$ cat src/loader_params.svh
//========================================
// Constants of the file-download path
// Include where a file index, the cartridge
// base or an address width is needed
//========================================
`ifndef LOADER_PARAMS_SVH
`define LOADER_PARAMS_SVH

// Host file indices, low six bits
`define LD_IDX_PIF 0
`define LD_IDX_N64 1
`define LD_IDX_GB 2

// SDRAM byte base of handheld cartridge words
`define LD_GB_BASE 8388608

// Address widths
`define LD_ADDR_W 27
`define LD_PIF_ADDR_W 10

`endif

$ cat src/loader_pkg.sv
//========================================
// Host side of the download path
// Stream types, the decoded download kind
// and the index classifier
//========================================
`default_nettype none

`include "loader_params.svh"

package loader_pkg;

	typedef logic [15:0] halfword_t;
	typedef logic [`LD_ADDR_W-1:0] dl_addr_t;
	typedef logic [7:0] dl_index_t;

	// State of the download-kind register
	typedef enum logic [1:0] {
		DL_NONE,
		DL_PIF,
		DL_N64,
		DL_GB
	} dl_kind_t;

	// One beat from the host
	typedef struct packed {
		logic      download;
		dl_index_t index;
		dl_addr_t  addr;
		halfword_t data;
		logic      wr;
	} host_stream_t;

	// Decode stage to packer, pif_bank is index bit 6
	typedef struct packed {
		dl_kind_t kind;
		logic     pif_bank;
	} dl_ctrl_t;

	localparam logic [5:0] IDX_PIF = 6'(`LD_IDX_PIF);
	localparam logic [5:0] IDX_N64 = 6'(`LD_IDX_N64);
	localparam logic [5:0] IDX_GB  = 6'(`LD_IDX_GB);

	// Only the low six index bits select the file type
	function automatic dl_kind_t kind_of(input dl_index_t index);
		dl_kind_t kind;
		case (index[5:0])
			IDX_PIF: kind = DL_PIF;
			IDX_N64: kind = DL_N64;
			IDX_GB:  kind = DL_GB;
			default: kind = DL_NONE;
		endcase
		return kind;
	endfunction

endpackage

`default_nettype wire

$ cat src/memory_pkg.sv
//========================================
// Memory side of the download path
// Packed words, the boot-ROM and SDRAM
// write ports and the ROM-copy command
//========================================
`default_nettype none

`include "loader_params.svh"

package memory_pkg;

	typedef logic [31:0] word_t;
	typedef logic [`LD_PIF_ADDR_W-1:0] pif_addr_t;
	typedef logic [`LD_ADDR_W-1:0] sdram_addr_t;

	// Destination of a packed word
	typedef enum logic {
		TGT_PIF,
		TGT_RAM
	} target_t;

	// addr is already the final word or byte address
	typedef struct packed {
		logic        valid;
		target_t     target;
		sdram_addr_t addr;
		word_t       data;
	} packed_word_t;

	typedef struct packed {
		logic      wren;
		pif_addr_t addr;
		word_t     data;
	} pif_wr_t;

	typedef struct packed {
		logic        req;
		sdram_addr_t addr;
		word_t       data;
	} ram_wr_t;

	typedef struct packed {
		logic        start;
		sdram_addr_t size;
	} rom_copy_t;

endpackage

`default_nettype wire

$ cat src/dl_index_decode.sv
//========================================
// Decode stage of the download path
// Registers the download kind for the packer
// and raises the ROM-copy command and the
// cartridge-loaded flag
//========================================
`timescale 1ns/1ps
`default_nettype none

`include "loader_params.svh"

module dl_index_decode
	import loader_pkg::*, memory_pkg::*;
(
	input  wire logic         clk_1x,
	input  wire logic         arst_n,
	input  wire host_stream_t host,
	output dl_ctrl_t          ctrl,
	output rom_copy_t         rom_copy,
	output logic              cart_loaded
);

	dl_kind_t    kind_q;
	logic        bank_q;
	logic        download_q;
	logic        n64_fall;
	logic        n64_end;
	logic        copy_start;
	sdram_addr_t copy_size;
	logic        loaded_q;

	// Falling download of a main cartridge
	assign n64_fall = download_q & ~host.download & (host.index[5:0] == IDX_N64);

	//========================================
	// Kind register
	//========================================
	always_ff @(posedge clk_1x or negedge arst_n) begin
		if (!arst_n) begin
			kind_q     <= DL_NONE;
			bank_q     <= 1'b0;
			download_q <= 1'b0;
		end else begin
			kind_q     <= host.download ? kind_of(host.index) : DL_NONE;
			bank_q     <= host.index[6];
			download_q <= host.download;
		end
	end

	//========================================
	// ROM copy and loaded flag
	//========================================
	always_ff @(posedge clk_1x or negedge arst_n) begin
		if (!arst_n) begin
			n64_end    <= 1'b0;
			copy_start <= 1'b0;
			loaded_q   <= 1'b0;
		end else begin
			n64_end    <= n64_fall;
			copy_start <= n64_end;
			// Sticky until reset
			if (kind_q == DL_N64)
				loaded_q <= 1'b1;
		end
	end

	// Last address is the file size
	always_ff @(posedge clk_1x) begin
		if (n64_fall)
			copy_size <= host.addr;
	end

	assign ctrl        = '{kind: kind_q, pif_bank: bank_q};
	assign rom_copy    = '{start: copy_start, size: copy_size};
	assign cart_loaded = loaded_q;

endmodule

`default_nettype wire

$ cat src/dl_word_packer.sv
//========================================
// Execute stage of the download path
// Packs two host halfwords into one word
// per download kind and holds the host off
// while the SDRAM owns a word
//========================================
`timescale 1ns/1ps
`default_nettype none

`include "loader_params.svh"

module dl_word_packer
	import loader_pkg::*, memory_pkg::*;
(
	input  wire logic         clk_1x,
	input  wire logic         arst_n,
	input  wire host_stream_t host,
	input  wire dl_ctrl_t     ctrl,
	input  wire logic         ram_ready,
	output logic              ioctl_wait,
	output packed_word_t      word
);

	logic        word_valid;
	target_t     word_target;
	sdram_addr_t word_addr;
	word_t       word_data;
	logic        wait_q;
	logic        first_half;
	logic        second_half;
	pif_addr_t   pif_word_addr;

	// Address bit 1 picks the half of the word
	assign first_half  = host.wr & ~host.addr[1];
	assign second_half = host.wr & host.addr[1];

	// Boot-ROM word address with the bank on top
	assign pif_word_addr = {ctrl.pif_bank, host.addr[`LD_PIF_ADDR_W:2]};

	//========================================
	// Valid strobe and host wait
	//========================================
	always_ff @(posedge clk_1x or negedge arst_n) begin
		if (!arst_n) begin
			word_valid <= 1'b0;
			wait_q     <= 1'b0;
		end else begin
			word_valid <= 1'b0;
			case (ctrl.kind)
				DL_PIF: begin
					wait_q <= 1'b0;
					if (second_half)
						word_valid <= 1'b1;
				end
				DL_GB: begin
					if (second_half) begin
						word_valid <= 1'b1;
						wait_q     <= 1'b1;
					end
					// SDRAM has taken the word
					if (ram_ready)
						wait_q <= 1'b0;
				end
				default: begin
					wait_q <= 1'b0;
				end
			endcase
		end
	end

	//========================================
	// Word assembly
	//========================================
	always_ff @(posedge clk_1x) begin
		case (ctrl.kind)
			DL_PIF: begin
				// Boot ROM is stored byte swapped
				if (first_half) begin
					word_data[31:24] <= host.data[7:0];
					word_data[23:16] <= host.data[15:8];
					word_addr        <= sdram_addr_t'(pif_word_addr);
				end
				if (second_half) begin
					word_data[15:8] <= host.data[7:0];
					word_data[7:0]  <= host.data[15:8];
					word_target     <= TGT_PIF;
				end
			end
			DL_GB: begin
				if (first_half) begin
					word_data[15:0] <= host.data;
					word_addr       <= host.addr + dl_addr_t'(`LD_GB_BASE);
				end
				if (second_half) begin
					word_data[31:16] <= host.data;
					word_target      <= TGT_RAM;
				end
			end
			default: begin
			end
		endcase
	end

	assign word = '{valid: word_valid, target: word_target, addr: word_addr, data: word_data};
	assign ioctl_wait = wait_q;

endmodule

`default_nettype wire

$ cat src/dl_write_port.sv
//========================================
// Result stage of the download path
// Turns each packed word into a one-cycle
// boot-ROM write or SDRAM request
//========================================
`timescale 1ns/1ps
`default_nettype none

`include "loader_params.svh"

module dl_write_port
	import memory_pkg::*;
(
	input  wire logic         clk_1x,
	input  wire logic         arst_n,
	input  wire packed_word_t word,
	output pif_wr_t           pif_wr,
	output ram_wr_t           ram_wr
);

	logic        pif_wren;
	pif_addr_t   pif_addr;
	word_t       pif_data;
	logic        ram_req;
	sdram_addr_t ram_addr;
	word_t       ram_data;

	// Strobes, one cycle per word
	always_ff @(posedge clk_1x or negedge arst_n) begin
		if (!arst_n) begin
			pif_wren <= 1'b0;
			ram_req  <= 1'b0;
		end else begin
			pif_wren <= word.valid & (word.target == TGT_PIF);
			ram_req  <= word.valid & (word.target == TGT_RAM);
		end
	end

	// Address and data hold between strobes
	always_ff @(posedge clk_1x) begin
		if (word.valid) begin
			if (word.target == TGT_PIF) begin
				pif_addr <= word.addr[`LD_PIF_ADDR_W-1:0];
				pif_data <= word.data;
			end else begin
				ram_addr <= word.addr;
				ram_data <= word.data;
			end
		end
	end

	assign pif_wr = '{wren: pif_wren, addr: pif_addr, data: pif_data};
	assign ram_wr = '{req: ram_req, addr: ram_addr, data: ram_data};

endmodule

`default_nettype wire

$ cat src/n64_loader_top.sv
//========================================
// File-download path of the console top
// Host stream in, boot-ROM writes and
// SDRAM requests out, plus the ROM-copy
// command for a main cartridge
//========================================
`timescale 1ns/1ps
`default_nettype none

module n64_loader_top
	import loader_pkg::*, memory_pkg::*;
(
	input  wire logic         clk_1x,
	input  wire logic         arst_n,
	input  wire host_stream_t host,
	output logic              ioctl_wait,
	output pif_wr_t           pif_wr,
	output ram_wr_t           ram_wr,
	input  wire logic         ram_ready,
	output rom_copy_t         rom_copy,
	output logic              cart_loaded
);

	dl_ctrl_t     ctrl;
	packed_word_t word;

	//========================================
	// Decode
	//========================================
	dl_index_decode dl_index_decode_i (
		.clk_1x      (clk_1x),
		.arst_n      (arst_n),
		.host        (host),
		.ctrl        (ctrl),
		.rom_copy    (rom_copy),
		.cart_loaded (cart_loaded)
	);

	//========================================
	// Execute
	//========================================
	dl_word_packer dl_word_packer_i (
		.clk_1x     (clk_1x),
		.arst_n     (arst_n),
		.host       (host),
		.ctrl       (ctrl),
		.ram_ready  (ram_ready),
		.ioctl_wait (ioctl_wait),
		.word       (word)
	);

	//========================================
	// Result
	//========================================
	dl_write_port dl_write_port_i (
		.clk_1x (clk_1x),
		.arst_n (arst_n),
		.word   (word),
		.pif_wr (pif_wr),
		.ram_wr (ram_wr)
	);

endmodule

`default_nettype wire

$ cat config.mk
export PLATFORM = sky130hd
export DESIGN_NAME = n64_loader_top
export DESIGN_NICKNAME = d
export VERILOG_FILES = /design/src/loader_pkg.sv /design/src/memory_pkg.sv /design/src/dl_index_decode.sv /design/src/dl_word_packer.sv /design/src/dl_write_port.sv /design/src/n64_loader_top.sv
export VERILOG_INCLUDE_DIRS = /design/src
export SDC_FILE = /design/constraint.sdc
export NUM_CORES = 1
export LEC_CHECK = 0
export BUFFER_PORTS_ARGS = -buffer_cell sky130_fd_sc_hd__buf_4
export CAP_MARGIN = 20
export CORE_MARGIN = 2
export CORE_UTILIZATION = 35
export DETAILED_ROUTE_END_ITERATION = 6
export PLACE_DENSITY = 0.6
export REMOVE_ABC_BUFFERS = 1
export SLEW_MARGIN = 10
export SYNTH_ARGS = -nofsm -noshare
export SYNTH_HDL_FRONTEND = slang
export SYNTH_SLANG_ARGS = --single-unit
$ cat constraint.sdc
create_clock -name clk_1x -period 4 [get_ports clk_1x]
set_clock_uncertainty 0.05 [all_clocks]
set_input_delay 0 -clock clk_1x [delete_from_list [all_inputs] [get_ports clk_1x]]
set_output_delay 0 -clock clk_1x [all_outputs]
set_load 0.02 [all_outputs]
; ---- Word-level counts from Yosys, hierarchy flattened
; Cells that the tools add are included.
[totals]
reg_bits = 199
in_bits = 56
elab_cells = 65
[classes]
addsub = 1
eq_ne = 10
n_mux = 17
bitwise = 9
reduce_logical = 9
[ops]
columns = cell, n
row1 = 16-bit two-way mux, 4
row2 = 32-bit case mux with 2 select lines, 1
row3 = 27-bit two-way mux, 2
row4 = 27-bit case mux with 2 select lines, 1
row5 = 27-bit by 24-bit adder with 27-bit output (second input constant), 1
row6 = 3-bit AND reduction, 4
row7 = 2-bit by 1-bit inequality test with 1-bit output (second input constant), 4
row8 = 1-bit AND, 6
row9 = 6-bit by 1-bit equality test with 1-bit output (second input constant), 1
row10 = 6-bit by 2-bit equality test with 1-bit output (second input constant), 1
row11 = 6-bit logical NOT, 1
row12 = 1-bit two-way mux, 6
row13 = 2-bit case mux with 3 select lines, 1
row14 = 2-bit equality test (second input constant), 2
row15 = 2-bit AND reduction, 2
row16 = 3-bit by 2-bit inequality test with 1-bit output (second input constant), 1
row17 = 1-bit NOT, 3
row18 = 2-bit by 1-bit equality test with 1-bit output (second input constant), 1
row19 = 2-bit two-way mux, 1
row20 = 1-bit case mux with 2 select lines, 1
row21 = 2-bit nonzero test, 1
row22 = 2-bit OR reduction, 1

; ---- Longest topological paths before layout
; Gate-level depths: netlist of run 1.
[depth]
ltp_word = 4
ltp_mapped = 4

; ---- Hierarchy
; Synthesis of run 1 repeated with hierarchy kept, for this count alone.
[hier_totals]
cells_unflattened = 281
hier_area_um2 = 6706.4
[modules_own_cells]
columns = mod, instances, cells_each, area_each_um2
row1 = dl_write_port, 1, 107, 3114.2
row2 = dl_word_packer, 1, 130, 2519.9
row3 = dl_index_decode, 1, 44, 1072.3

; ---- Worst setup path before layout of run 1
; No wires, ideal clock.
[synth_path]
kind = register -> register
startpoint = register dl_word_packer_i.word_target
endpoint = register dl_write_port_i.pif_addr[0], enable pin
setup_time_ns = 0.448
t_arrival_ns = 2.288
t_required_ns = 3.502
setup_slack_ns = 1.215
stages_incl_launch_ff = 2
n_path_buf = 0
path_cell_list = edfxtp_1 -> nor2b_1
[synth_via]
elab_chain_len = 2
[synth_lines]
columns = element, line_no
row1 = from (decl), dl_word_packer.sv:25  ; target_t word_target;
row2 = from (signal assigned), dl_word_packer.sv:86  ; word_target <= TGT_PIF;
row3 = from (signal assigned), dl_word_packer.sv:96  ; word_target <= TGT_RAM;
row4 = 1-bit NOT (no source line), n/a
row5 = 2-bit AND reduction (no source line), n/a
row6 = to (signal assigned), dl_write_port.sv:43  ; pif_addr <= word.addr[`LD_PIF_ADDR_W-1:0];
row7 = to (decl), dl_write_port.sv:22  ; pif_addr_t pif_addr;
; Every way passes these cells.
; A chain may end at the register's enable or synchronous reset.

; ---- Worst setup path after layout of run 1
[layout_path]
startpoint = input host[48] (netlist name)
endpoint = register dl_index_decode_i.copy_size[8], enable pin
[layout_via]
elab_chain_len = 2
[layout_lines]
columns = element, line_no
row1 = from (decl), n64_loader_top.sv:15  ; input wire host_stream_t host,
row2 = 6-bit by 1-bit equality test with 1-bit output, dl_index_decode.sv:33  ; assign n64_fall = download_q & ~host.download & (host.index[5:0] == IDX_N64);
row3 = 1-bit AND, dl_index_decode.sv:33
row4 = net dl_index_decode_i.n64_fall, dl_index_decode.sv:26  ; logic n64_fall;
row5 = to (signal assigned), dl_index_decode.sv:70  ; copy_size <= host.addr;
row6 = to (decl), dl_index_decode.sv:29  ; sdram_addr_t copy_size;
; The timed path passes the listed nets, and every way through them passes these cells.

==> metrics.yaml, run 1 <==
yosysTopAreaCell: "edfxtp_1"
power.leakage_nw: 3.60
die_area_mm2: 0.0199
placed_area_mm2: 0.00826
tns_ps: 0
clock-sinks: 199
crit_type: "in -> reg"
ys_types: 23
routed_via_density: 4.45
syn_area_per_cell_um2: 23.6
cts-resized-gates: 0
track_usage: 0.133
synth_edf_count: 188
critPathArrivalTime_ps: 2690
worstMarginPinSlew_ps: 930
synth_ff_type: "edfxtp_1"
slew_violations: 0
grt_setup_unrepaired: "no"
cp-end-kind: "register"
die_w_um: 141
num_vias: 3512
async_reset_ff_frac: 0.0553
nFillCells: 1512
grt_max_degree: 33
synth-seq-cells: 199
cts_max_level: 4
post_drt_wl_per_cell_um: 16.6
start_util: 0.353
cts.clk_slew.worst_paths_ps: 70
clock_path_buffers: 2
finalCritPeriodShare: 0.660
first_pass_iters: 4
design_area_mm2: 0.00948
die_h_um: 141
grt_pass1_wl_mm: 19.6
antennaDiodeCount: 0
drive_gt1_frac: 0.454
gr-total-overflow: 0
yosysWarnings: 0
netlist_area_mm2: 0.00656
multiInputGateArea_um2: 601
min_path_type: "in -> reg"
grt_pass1_vias: 3644
synth_area_leaders: "edfxtp_1 (86%), mux2_2 (4.5%), dfrtp_1 (4.2%), and3_1 (1.6%), buf_4 (0.46%)"
routed_wirelength_mm: 13.1
worst_setup_path_start_kind: "primary input"
port_buffers: 187
syn_inst: 278
cap_violations: 0
nets: 600
antenna_found_initial: 0
final-seq-area_mm2: 0.00592
outcome: "completed"
antenna_left: 0
fin_crit_ps: 2640
finalHoldViolCount: 0
cts_root_buf: "clkbuf_16"
setup_violations: 0
area_delta_synth_final_pct: 44.5
cts_tree: "done"
drc: 0
synth.most_common_cell: "edfxtp_1"
synth_common_cells: "edfxtp_1 (188), mux2_2 (26), and3_1 (17)"
core_area_mm2: 0.0186
powerDensity_mw_per_mm2: 431
yosysSeqAreaShare: 0.902
slew_headroom: 0.379
synth_top_area_frac: 0.860
numCtsBuffers: 17
insertion_delay_ps: 420
critPathMaxFanout: 21
fmaxAchievable_mhz: 379
post-dp-hpwl_mm: 8.42
ir_drop_mv: 0.275
fp-row-count: 50
io_pins: 189
drt_iter0_drc: 157
place_congestion: 0.709
required_ps: 4050
==> critical path, stage by stage <==
cell           delay, ps
dlygate4sd3_1        540
buf_4                140
or4_4                420
dlygate4sd3_1        640
nor4_4               540
buf_4                400
==> worst paths after layout <==
path	start	end	slack, ps	cells after the start
worst min register to register	dl_index_decode_i.n64_end	dl_index_decode_i.copy_start	300	0
worst max register to register	dl_index_decode_i.kind_q[0]	dl_word_packer_i.word_data[9]	1480	4
worst max-delay path	host[48]	dl_index_decode_i.copy_size[8]	1360	6
max in group asynchronous	arst_n	dl_word_packer_i.word_valid	2900	3
worst min-delay path	host[50]	dl_index_decode_i.bank_q	180	2
min in group asynchronous	arst_n	dl_index_decode_i.n64_end	610	3
==> layer usage <==
layer / up-vias / GRT usage / share of wire
met1: 1744 / 0.151 / 0.40
met4: 0 / 0.0432 / 0.011
met2: 136 / 0.225 / 0.51
met3: 14 / 0.0605 / 0.081
li1: 1618 / - / -
met5: - / 0 / 0
==> stage by stage <==
| step | setup WS [ps] | power [mW] | cells | hold WS (ps) | util |
|---|---|---|---|---|---|
| finish | 1360 | 4.08 | 789 | 181 | 0.510 |
| global route | 1250 | 4.23 | 789 | 155 | 0.510 |
| CTS | 1350 | 4.12 | 789 | 163 | 0.510 |
| detailed placement | 1930 | 2.40 | 694 | -201 | 0.445 |
| global placement | 1960 | 2.40 | 694 | -202 | 0.445 |
| floorplan | 1210 | 2.34 | 268 | -346 | - |
==> cell families (layout without fill, tap and decap cells) <==
family                     after synthesis  in the layout  synth area share
DFF                                    199            199             0.902
and+or+nand+nor                         34             34            0.0343
muxes                                   27             27            0.0461
buffers and inverters                   12            289           0.00972
xor gates and xnor gates                 3              3           0.00400
AOI/OAI and AO/OA                        2              2           0.00191
adders and majority gates                1              1           0.00191
==> registers in the layout, indices dropped and copies added (netlist names), 2 cells and up <==
| signal | cells |
|---|---|
| dl_write_port_i.pif_addr | 10 |
| dl_write_port_i.ram_addr | 27 |
| dl_word_packer_i.word_data | 32 |
| dl_write_port_i.pif_data | 32 |
| dl_word_packer_i.word_addr | 27 |
| dl_index_decode_i.copy_size | 27 |
| dl_index_decode_i.kind_q | 2 |
| dl_write_port_i.ram_data | 32 |
==> layout make-up <==
type,count,share of cell area
Clock buffer,18,0.0453
Clock inverter,13,0.0160
Inverter,2,0.000792
Multi-Input combinational cell,67,0.0633
Sequential cell,199,0.624
Tap cell,234,0.0309
Timing Repair Buffer,256,0.220
==> where the power goes <==
part,switching (mW),internal [mW],leakage [nW]
clock,0.697,0.976,0.279
sequential,0.00315,2.26,1.85
combinational,0.0511,0.0926,1.48
total,0.751,3.33,3.60
==> layout by cell type (no fill, tap or decap), drive strengths merged <==
master       instances
dfrtp               11
nor2b                1
clkbuf              18
and3                17
dlygate4sd3         64
a21oi                1
mux2                26
or4                  1
edfxtp             188
nand3                2
clkinvlp             1
inv                  5
ha                   1
bufinv               3
nor2                 4
nor3                 1
and2                 1
buf                192
nor4                 1
clkinv               6
mux2i                1
a21o                 1
nand3b               1
xnor2                3
nand2                3
nor3b                2
==> timing repair <==
| item | in CTS | in global routing |
|---|---|---|
| hold endpoints to repair | 111 | 0 |
| buffers inserted | 0 | 0 |
| endpoints found under the setup margin | 0 | 0 |
| hold buffers | 64 | 0 |
No activity file was read; power rests on OpenSTA's default activity.
==> inputs of run 2 (changes only) <==
--- a/config.mk
+++ b/config.mk
@@ -11,7 +11,7 @@
 export CORE_MARGIN = 2
 export CORE_UTILIZATION = 35
 export DETAILED_ROUTE_END_ITERATION = 6
-export PLACE_DENSITY = 0.6
+export PLACE_DENSITY = 0.62
 export REMOVE_ABC_BUFFERS = 1
 export SLEW_MARGIN = 10
 export SYNTH_ARGS = -nofsm -noshare
==> constraint.sdc (replaced) <==
create_clock -name clk_1x -period 2.2 [get_ports clk_1x]
set_clock_uncertainty 0.05 [all_clocks]
set_input_delay 0 -clock clk_1x [delete_from_list [all_inputs] [get_ports clk_1x]]
set_output_delay 0 -clock clk_1x [all_outputs]
set_load 0.02 [all_outputs]
==> run 2 against run 1 <==
Effect of this change: register-to-register slack worse by 1400 ps; cell count up 0.89%; critical path depth unchanged; first-iteration DRC count up 3.2%.
==> metrics.yaml, run 2 (same netlist as run 1, synthesis figures left out) <==
grt_setup_unrepaired: "no"  # unchanged
tns_ps: 0  # unchanged
powerDensity_mw_per_mm2: 766  # was 431 mW/mm^2
worst_setup_path_start_kind: "primary input"  # unchanged
first_pass_iters: 4  # unchanged
power_switching_mw: 1.53  # was 0.751 mW
routed_via_density: 4.45  # about the same
design_area_mm2: 0.00955  # was 0.00948 mm^2
fin_crit_ps: 2100
area_delta_synth_final_pct: 45.4  # was 44.5%
cap_violations: 0  # unchanged
port_buffers: 187  # unchanged
final-seq-area_mm2: 0.00592  # unchanged
placed_area_mm2: 0.00834  # was 0.00826 mm^2
finalCritPeriodShare: 0.952
core_area_mm2: 0.0186  # unchanged
grt_pass1_vias: 3841  # was 3,644
finalHoldViolCount: 0  # unchanged
start_util: 0.353  # unchanged
num_vias: 3543  # was 3,512
cts_max_level: 4  # unchanged
layout_commonest_cell: "buf_4"  # unchanged
grt_max_degree: 39  # was 33
cts_setup_buffers: 0  # unchanged
multiInputGateArea_um2: 601  # unchanged
die_area_mm2: 0.0199  # unchanged
die_h_um: 141  # unchanged
drt_iter0_drc: 162  # was 157
numCtsBuffers: 17  # unchanged
p_sw_frac: 0.210  # was 0.184
ir_drop_mv: 0.515  # was 0.275 mV
clock_path_buffers: 2  # unchanged
antenna_left: 0  # unchanged
drive_gt1_frac: 0.470  # was 0.454
required_ps: 2300  # was 4050 ps
clock-sinks: 199  # unchanged
nets: 606  # was 600
antennaDiodeCount: 0  # unchanged
p_clk_frac: 0.401  # was 0.410
cts.clk_slew.worst_paths_ps: 70  # about the same
gr-total-overflow: 0  # unchanged
top_regs: "dl_word_packer_i.word_data (32), dl_write_port_i.pif_data (32), dl_write_port_i.ram_data (32)"  # unchanged
critPathArrivalTime_ps: 2200  # was 2690 ps
most-common-layout-cells: "buf_4 (195), edfxtp_1 (188), dlygate4sd3_1 (64)"  # was buf_4 (192), edfxtp_1 (188), dlygate4sd3_1 (64)
antenna_found_initial: 0  # unchanged
cts_root_buf: "clkbuf_16"  # unchanged
fmaxAchievable_mhz: 477
postLayoutSetupSlackWorst_ps: 105  # was 1360 ps
dp_slack_ps: 494  # was 1930 ps
track_usage: 0.142  # was 0.133
min_path_type: "in -> reg"  # unchanged
drc: 0  # unchanged
fp-row-count: 50  # unchanged
die_w_um: 141  # unchanged
routed_wirelength_mm: 13.6  # was 13.1 mm
dp.cells: 700  # was 694
power_mw: 7.31  # was 4.08 mW
slew_headroom: 0.649  # was 0.379
nFillCells: 1527  # was 1,512
io_pins: 189  # unchanged
comb_power_share: 0.036  # was 0.035
post_drt_wl_per_cell_um: 17.1  # was 16.6 um
cts_tree: "done"  # unchanged
cp-end-kind: "register"  # unchanged
power.leakage_nw: 3.65  # was 3.60 nW
crit_type: "in -> reg"  # unchanged
insertion_delay_ps: 430  # was 420 ps
slew_violations: 0  # unchanged
p_int_mw: 5.77  # was 3.33 mW
critPathMaxFanout: 6  # was 21
p_seq_frac: 0.563  # was 0.555
place_congestion: 0.728  # was 0.709
worstMarginPinSlew_ps: 527  # was 930 ps
instances_no_fill: 796  # was 789
outcome: "completed"  # unchanged
grt_pass1_wl_mm: 21.0  # was 19.6 mm
post-dp-hpwl_mm: 8.98  # was 8.42 mm
setup_violations: 0  # unchanged
## run 2: changes by cell type in the layout (fill, tap and decap cells not counted)
cell / previous run / this run
buf_12: 0 / 3
buf_4: 192 / 195
bufinv_16: 3 / 0
clkbuf_1: 1 / 0
clkinv_1: 5 / 1
clkinv_4: 1 / 2
clkinvlp_4: 1 / 4
inv_8: 0 / 5
nand2_2: 1 / 0
nand2_4: 0 / 1
nor2_2: 1 / 2
nor2_4: 1 / 0
## run 2: per-layer routing
layer,GRT usage,share of wire,wire (um)
met4,0.0526,0.013,176
met2,0.239,0.51,6920
met5,0,0,0
met1,0.166,0.41,5590
met3,0.0564,0.069,941
## run 2: critical path, cell delays in order
cell and delay [ps]:
dlygate4sd3_1 540, buf_4 130, or4_4 520, nor4_4 240, dlygate4sd3_1 600, buf_4 170
## run 2: area by class of cell
class                   instances  area share
inverters                       2    0.000786
multi-input cells              67      0.0629
well taps                     234      0.0307
repair buffers                262       0.227
clock inverters                15      0.0140
flip-flops and latches        199       0.620
clock buffers                  17      0.0446
## run 2: power groups by stage
stage               Sequential, mW  Combinational, mW  Clock, mW
CTS                           4.12              0.259       3.01
global route                  4.12              0.282       3.19
finish                        4.12              0.260       2.93
floorplan                     4.21             0.0403          0
global placement              4.20              0.167          0
detailed placement            4.20              0.173          0
## run 2: metrics by stage
stage                util  hold WS [ps]
global placement    0.449          -207
floorplan               -          -346
global route        0.514           161
CTS                 0.513           146
finish              0.514           170
detailed placement  0.449          -207
## run 2: path summary, 6_finish.rpt
check                                             from                        endpoint  slack, ps  cells past startpoint
setup / recovery                              host[49]  dl_index_decode_i.copy_size[3]        100                      6
hold / removal                                host[50]        dl_index_decode_i.bank_q        170                      2
setup reg to reg           dl_index_decode_i.kind_q[1]  dl_word_packer_i.word_data[14]        110                      4
hold reg to reg              dl_index_decode_i.n64_end    dl_index_decode_i.copy_start        310                      0
max in group asynchronous                       arst_n     dl_index_decode_i.kind_q[1]       1230                      3
min in group asynchronous                       arst_n         dl_write_port_i.ram_req        540                      3
## run 2: repair_timing
| item | 4_1_cts | 5_1_grt |
|---|---|---|
| hold endpoints to repair | 116 | 0 |
| resized for setup | 0 | 1 |
| hold buffers | 64 | 0 |
| setup endpoints to repair | 0 | 12 |
==> inputs of run 3 (changes only) <==
--- a/config.mk
+++ b/config.mk
@@ -6,6 +6,7 @@
 export SDC_FILE = /design/constraint.sdc
 export NUM_CORES = 1
 export LEC_CHECK = 0
+export ABC_AREA = 1
 export BUFFER_PORTS_ARGS = -buffer_cell sky130_fd_sc_hd__buf_4
 export CAP_MARGIN = 20
 export CORE_MARGIN = 2
==> run 3 against run 2 <==
Effect of this change: critical path depth is 1 higher; final area is 0.37% higher; wire length hardly changed; maximum frequency is 3.5% higher; first-iteration DRC count is 4.9% lower; clock power is 5% higher; sequential share of layout area is 0.23 points lower; die area is 1.3% higher; synthesized cell count is 24% higher; power is 2.2% higher; register-to-register slack better by 280 ps; synthesized area is 1.4% higher; critical endpoint unchanged; largest cell class unchanged.
==> metrics.yaml, run 3 <==
outcome: "completed"  # unchanged
gr-total-overflow: 0  # unchanged
cts_root_buf: "clkbuf_16"  # unchanged
crit_type: "in -> reg"  # unchanged
antenna_left: 0  # unchanged
p_sw_frac: 0.211  # was 0.210
power.leakage_nw: 3.73  # was 3.65 nW
netlist_area_mm2: 0.00665  # was 0.00656 mm^2
critPathArrivalTime_ps: 2120  # was 2200 ps
p_clk_frac: 0.413  # was 0.401
synth_ff_type: "edfxtp_1"  # unchanged
cts.clk_slew.worst_paths_ps: 80  # was 70 ps
cts_max_level: 4  # unchanged
die_h_um: 142  # was 141 um
worstMarginPinSlew_ps: 953  # was 527 ps
slew_headroom: 0.365  # was 0.649
fmaxAchievable_mhz: 494  # was 477 MHz
track_usage: 0.140  # was 0.142
slew_violations: 0  # unchanged
grt_pass1_wl_mm: 21.0  # about the same
yosysWarnings: 0  # unchanged
grt_max_degree: 57  # was 39
ys_types: 19  # was 23
dp_slack_ps: 451  # was 494 ps
synth_edf_count: 188  # unchanged
power_mw: 7.47  # was 7.31 mW
synth_common_cells: "edfxtp_1 (188), nand2_1 (41), inv_1 (32)"  # was edfxtp_1 (188), mux2_2 (26), and3_1 (17)
tns_ps: 0  # unchanged
critPathMaxFanout: 2  # was 6
drive_gt1_frac: 0.393  # was 0.470
io_pins: 189  # unchanged
yosysTopAreaCell: "edfxtp_1"  # unchanged
num_vias: 3730  # was 3,543
powerDensity_mw_per_mm2: 780  # was 766 mW/mm^2
cp-end-kind: "register"  # unchanged
insertion_delay_ps: 430  # about the same
routed_via_density: 4.35  # was 4.45
antennaDiodeCount: 0  # unchanged
dp.cells: 763  # was 700
start_util: 0.356  # was 0.353
setup_violations: 0  # unchanged
top_regs: "dl_word_packer_i.word_data (32), dl_write_port_i.pif_data (32), dl_write_port_i.ram_data (32)"  # unchanged
post-dp-hpwl_mm: 8.76  # was 8.98 mm
die_w_um: 142  # was 141 um
clock_path_buffers: 2  # unchanged
async_reset_ff_frac: 0.0553  # unchanged
drc: 0  # unchanged
ir_drop_mv: 0.507  # was 0.515 mV
antenna_found_initial: 0  # unchanged
place_congestion: 0.737  # was 0.728
layout_commonest_cell: "buf_4"  # unchanged
p_int_mw: 5.89  # was 5.77 mW
min_path_type: "in -> reg"  # unchanged
cap_violations: 0  # unchanged
most-common-layout-cells: "buf_4 (192), edfxtp_1 (188), dlygate4sd3_1 (63)"  # was buf_4 (195), edfxtp_1 (188), dlygate4sd3_1 (64)
synth_top_area_frac: 0.848  # was 0.860
area_delta_synth_final_pct: 44.0  # was 45.4%
nFillCells: 1544  # was 1,527
cts_setup_buffers: 0  # unchanged
post_drt_wl_per_cell_um: 15.9  # was 17.1 um
finalCritPeriodShare: 0.920  # was 0.952
fp-row-count: 50  # unchanged
port_buffers: 187  # unchanged
clock-sinks: 199  # unchanged
nets: 668  # was 606
power_switching_mw: 1.58  # was 1.53 mW
synth_area_leaders: "edfxtp_1 (85%), dfrtp_1 (4.1%), nand2_1 (2.3%), inv_1 (1.8%), nor2_1 (1.5%)"  # was edfxtp_1 (86%), mux2_2 (4.5%), dfrtp_1 (4.2%), and3_1 (1.6%), buf_4 (0.46%)
design_area_mm2: 0.00958  # was 0.00955 mm^2
grt_pass1_vias: 4003  # was 3,841
syn_area_per_cell_um2: 19.3  # was 23.6 um^2
placed_area_mm2: 0.00836  # was 0.00834 mm^2
postLayoutSetupSlackWorst_ps: 177  # was 105 ps
grt_setup_unrepaired: "no"  # unchanged
fin_crit_ps: 2020  # was 2100 ps
instances_no_fill: 858  # was 796
drt_iter0_drc: 154  # was 162
worst_setup_path_start_kind: "primary input"  # unchanged
core_area_mm2: 0.0187  # was 0.0186 mm^2
required_ps: 2290  # was 2300 ps
p_seq_frac: 0.551  # was 0.563
finalHoldViolCount: 0  # unchanged
cts_tree: "done"  # unchanged
yosysSeqAreaShare: 0.890  # was 0.902
syn_inst: 345  # was 278
synth.most_common_cell: "edfxtp_1"  # unchanged
comb_power_share: 0.036  # about the same
routed_wirelength_mm: 13.6  # about the same
synth-seq-cells: 199  # unchanged
numCtsBuffers: 17  # unchanged
first_pass_iters: 4  # unchanged
die_area_mm2: 0.0201  # was 0.0199 mm^2
-- run 3: changes by cell type in the layout (fill, tap and decap cells not counted), moves of 3 or more --
cell        before  now
inv_1            2   31
o21ai_2          0   13
nor2_4           0    3
o21ai_0          0   11
nand4_1          0    3
nand2_1          2   41
buf_4          195  192
nor2_1           2   23
mux2_2          26    0
and3_1          17    0
clkinvlp_4       4    1
-- run 3: repair_timing --
action / 4_1_cts / 5_1_grt
gates resized for setup: 0 / 0
hold buffers: 63 / 0
hold endpoints to repair: 106 / 0
-- run 3: cell families (layout without fill, tap and decap cells) --
group                      after synthesis  after routing  share of synthesized area
DFF                                    199            199                      0.890
and+or+nand+nor                         74             74                     0.0455
buffers and inverters                   43            322                     0.0340
AOI/OAI and AO/OA                       26             26                     0.0261
xor gates and xnor gates                 2              2                    0.00263
adders and majority gates                1              1                    0.00188
-- run 3: path summary, 6_finish.rpt --
check,from,endpoint,depth (start not counted),slack (ps)
setup / recovery,host[48],dl_index_decode_i.copy_size[3],7,180
hold / removal,host[11],dl_word_packer_i.word_data[2],3,60
setup reg to reg,dl_index_decode_i.kind_q[0],dl_word_packer_i.word_data[21],4,390
hold reg to reg,dl_index_decode_i.n64_end,dl_index_decode_i.copy_start,0,310
max in group asynchronous,arst_n,dl_index_decode_i.bank_q,3,1200
min in group asynchronous,arst_n,dl_index_decode_i.kind_q[0],3,550
-- run 3: power by group through the flow --
stage,clock (mW),sequential (mW),combinational (mW)
2_1_floorplan,0,4.21,0.0519
3_3_place_gp,0,4.20,0.180
3_5_place_dp,0,4.20,0.186
4_1_cts,3.14,4.12,0.271
5_1_grt,3.31,4.12,0.298
6_report,3.08,4.12,0.271
-- run 3: stage by stage --
step | hold WS, ps | utilization
after global routing | 67.2 | 0.512
final | 63.7 | 0.512
after detailed placement | -205 | 0.447
after CTS | 34.6 | 0.512
after floorplan | -346 | -
after global placement | -209 | 0.447
-- run 3: cell type report --
class,instances,area [um^2],share of cell area
Sequential cell,199,5920,0.618
Timing Repair Buffer,257,2110,0.220
Multi-Input combinational cell,103,537,0.0560
Clock buffer,17,425,0.0444
Tap cell,234,293,0.0306
Clock inverter,15,169,0.0176
Inverter,33,124,0.0129
-- run 3: metal layers --
metal,up-vias,track usage,share of wire
li1,1779,-,-
met1,1828,0.165,0.41
met2,114,0.243,0.52
met3,9,0.0395,0.049
met4,0,0.0542,0.014
met5,-,0,0
-- run 3: critical path, cell delays in order --
cell and delay, ps:
dlygate4sd3_1 530, buf_4 130, nor2_1 100, dlygate4sd3_1 550, nand2_1 80, nor2_4 120
dlygate4sd3_1 610
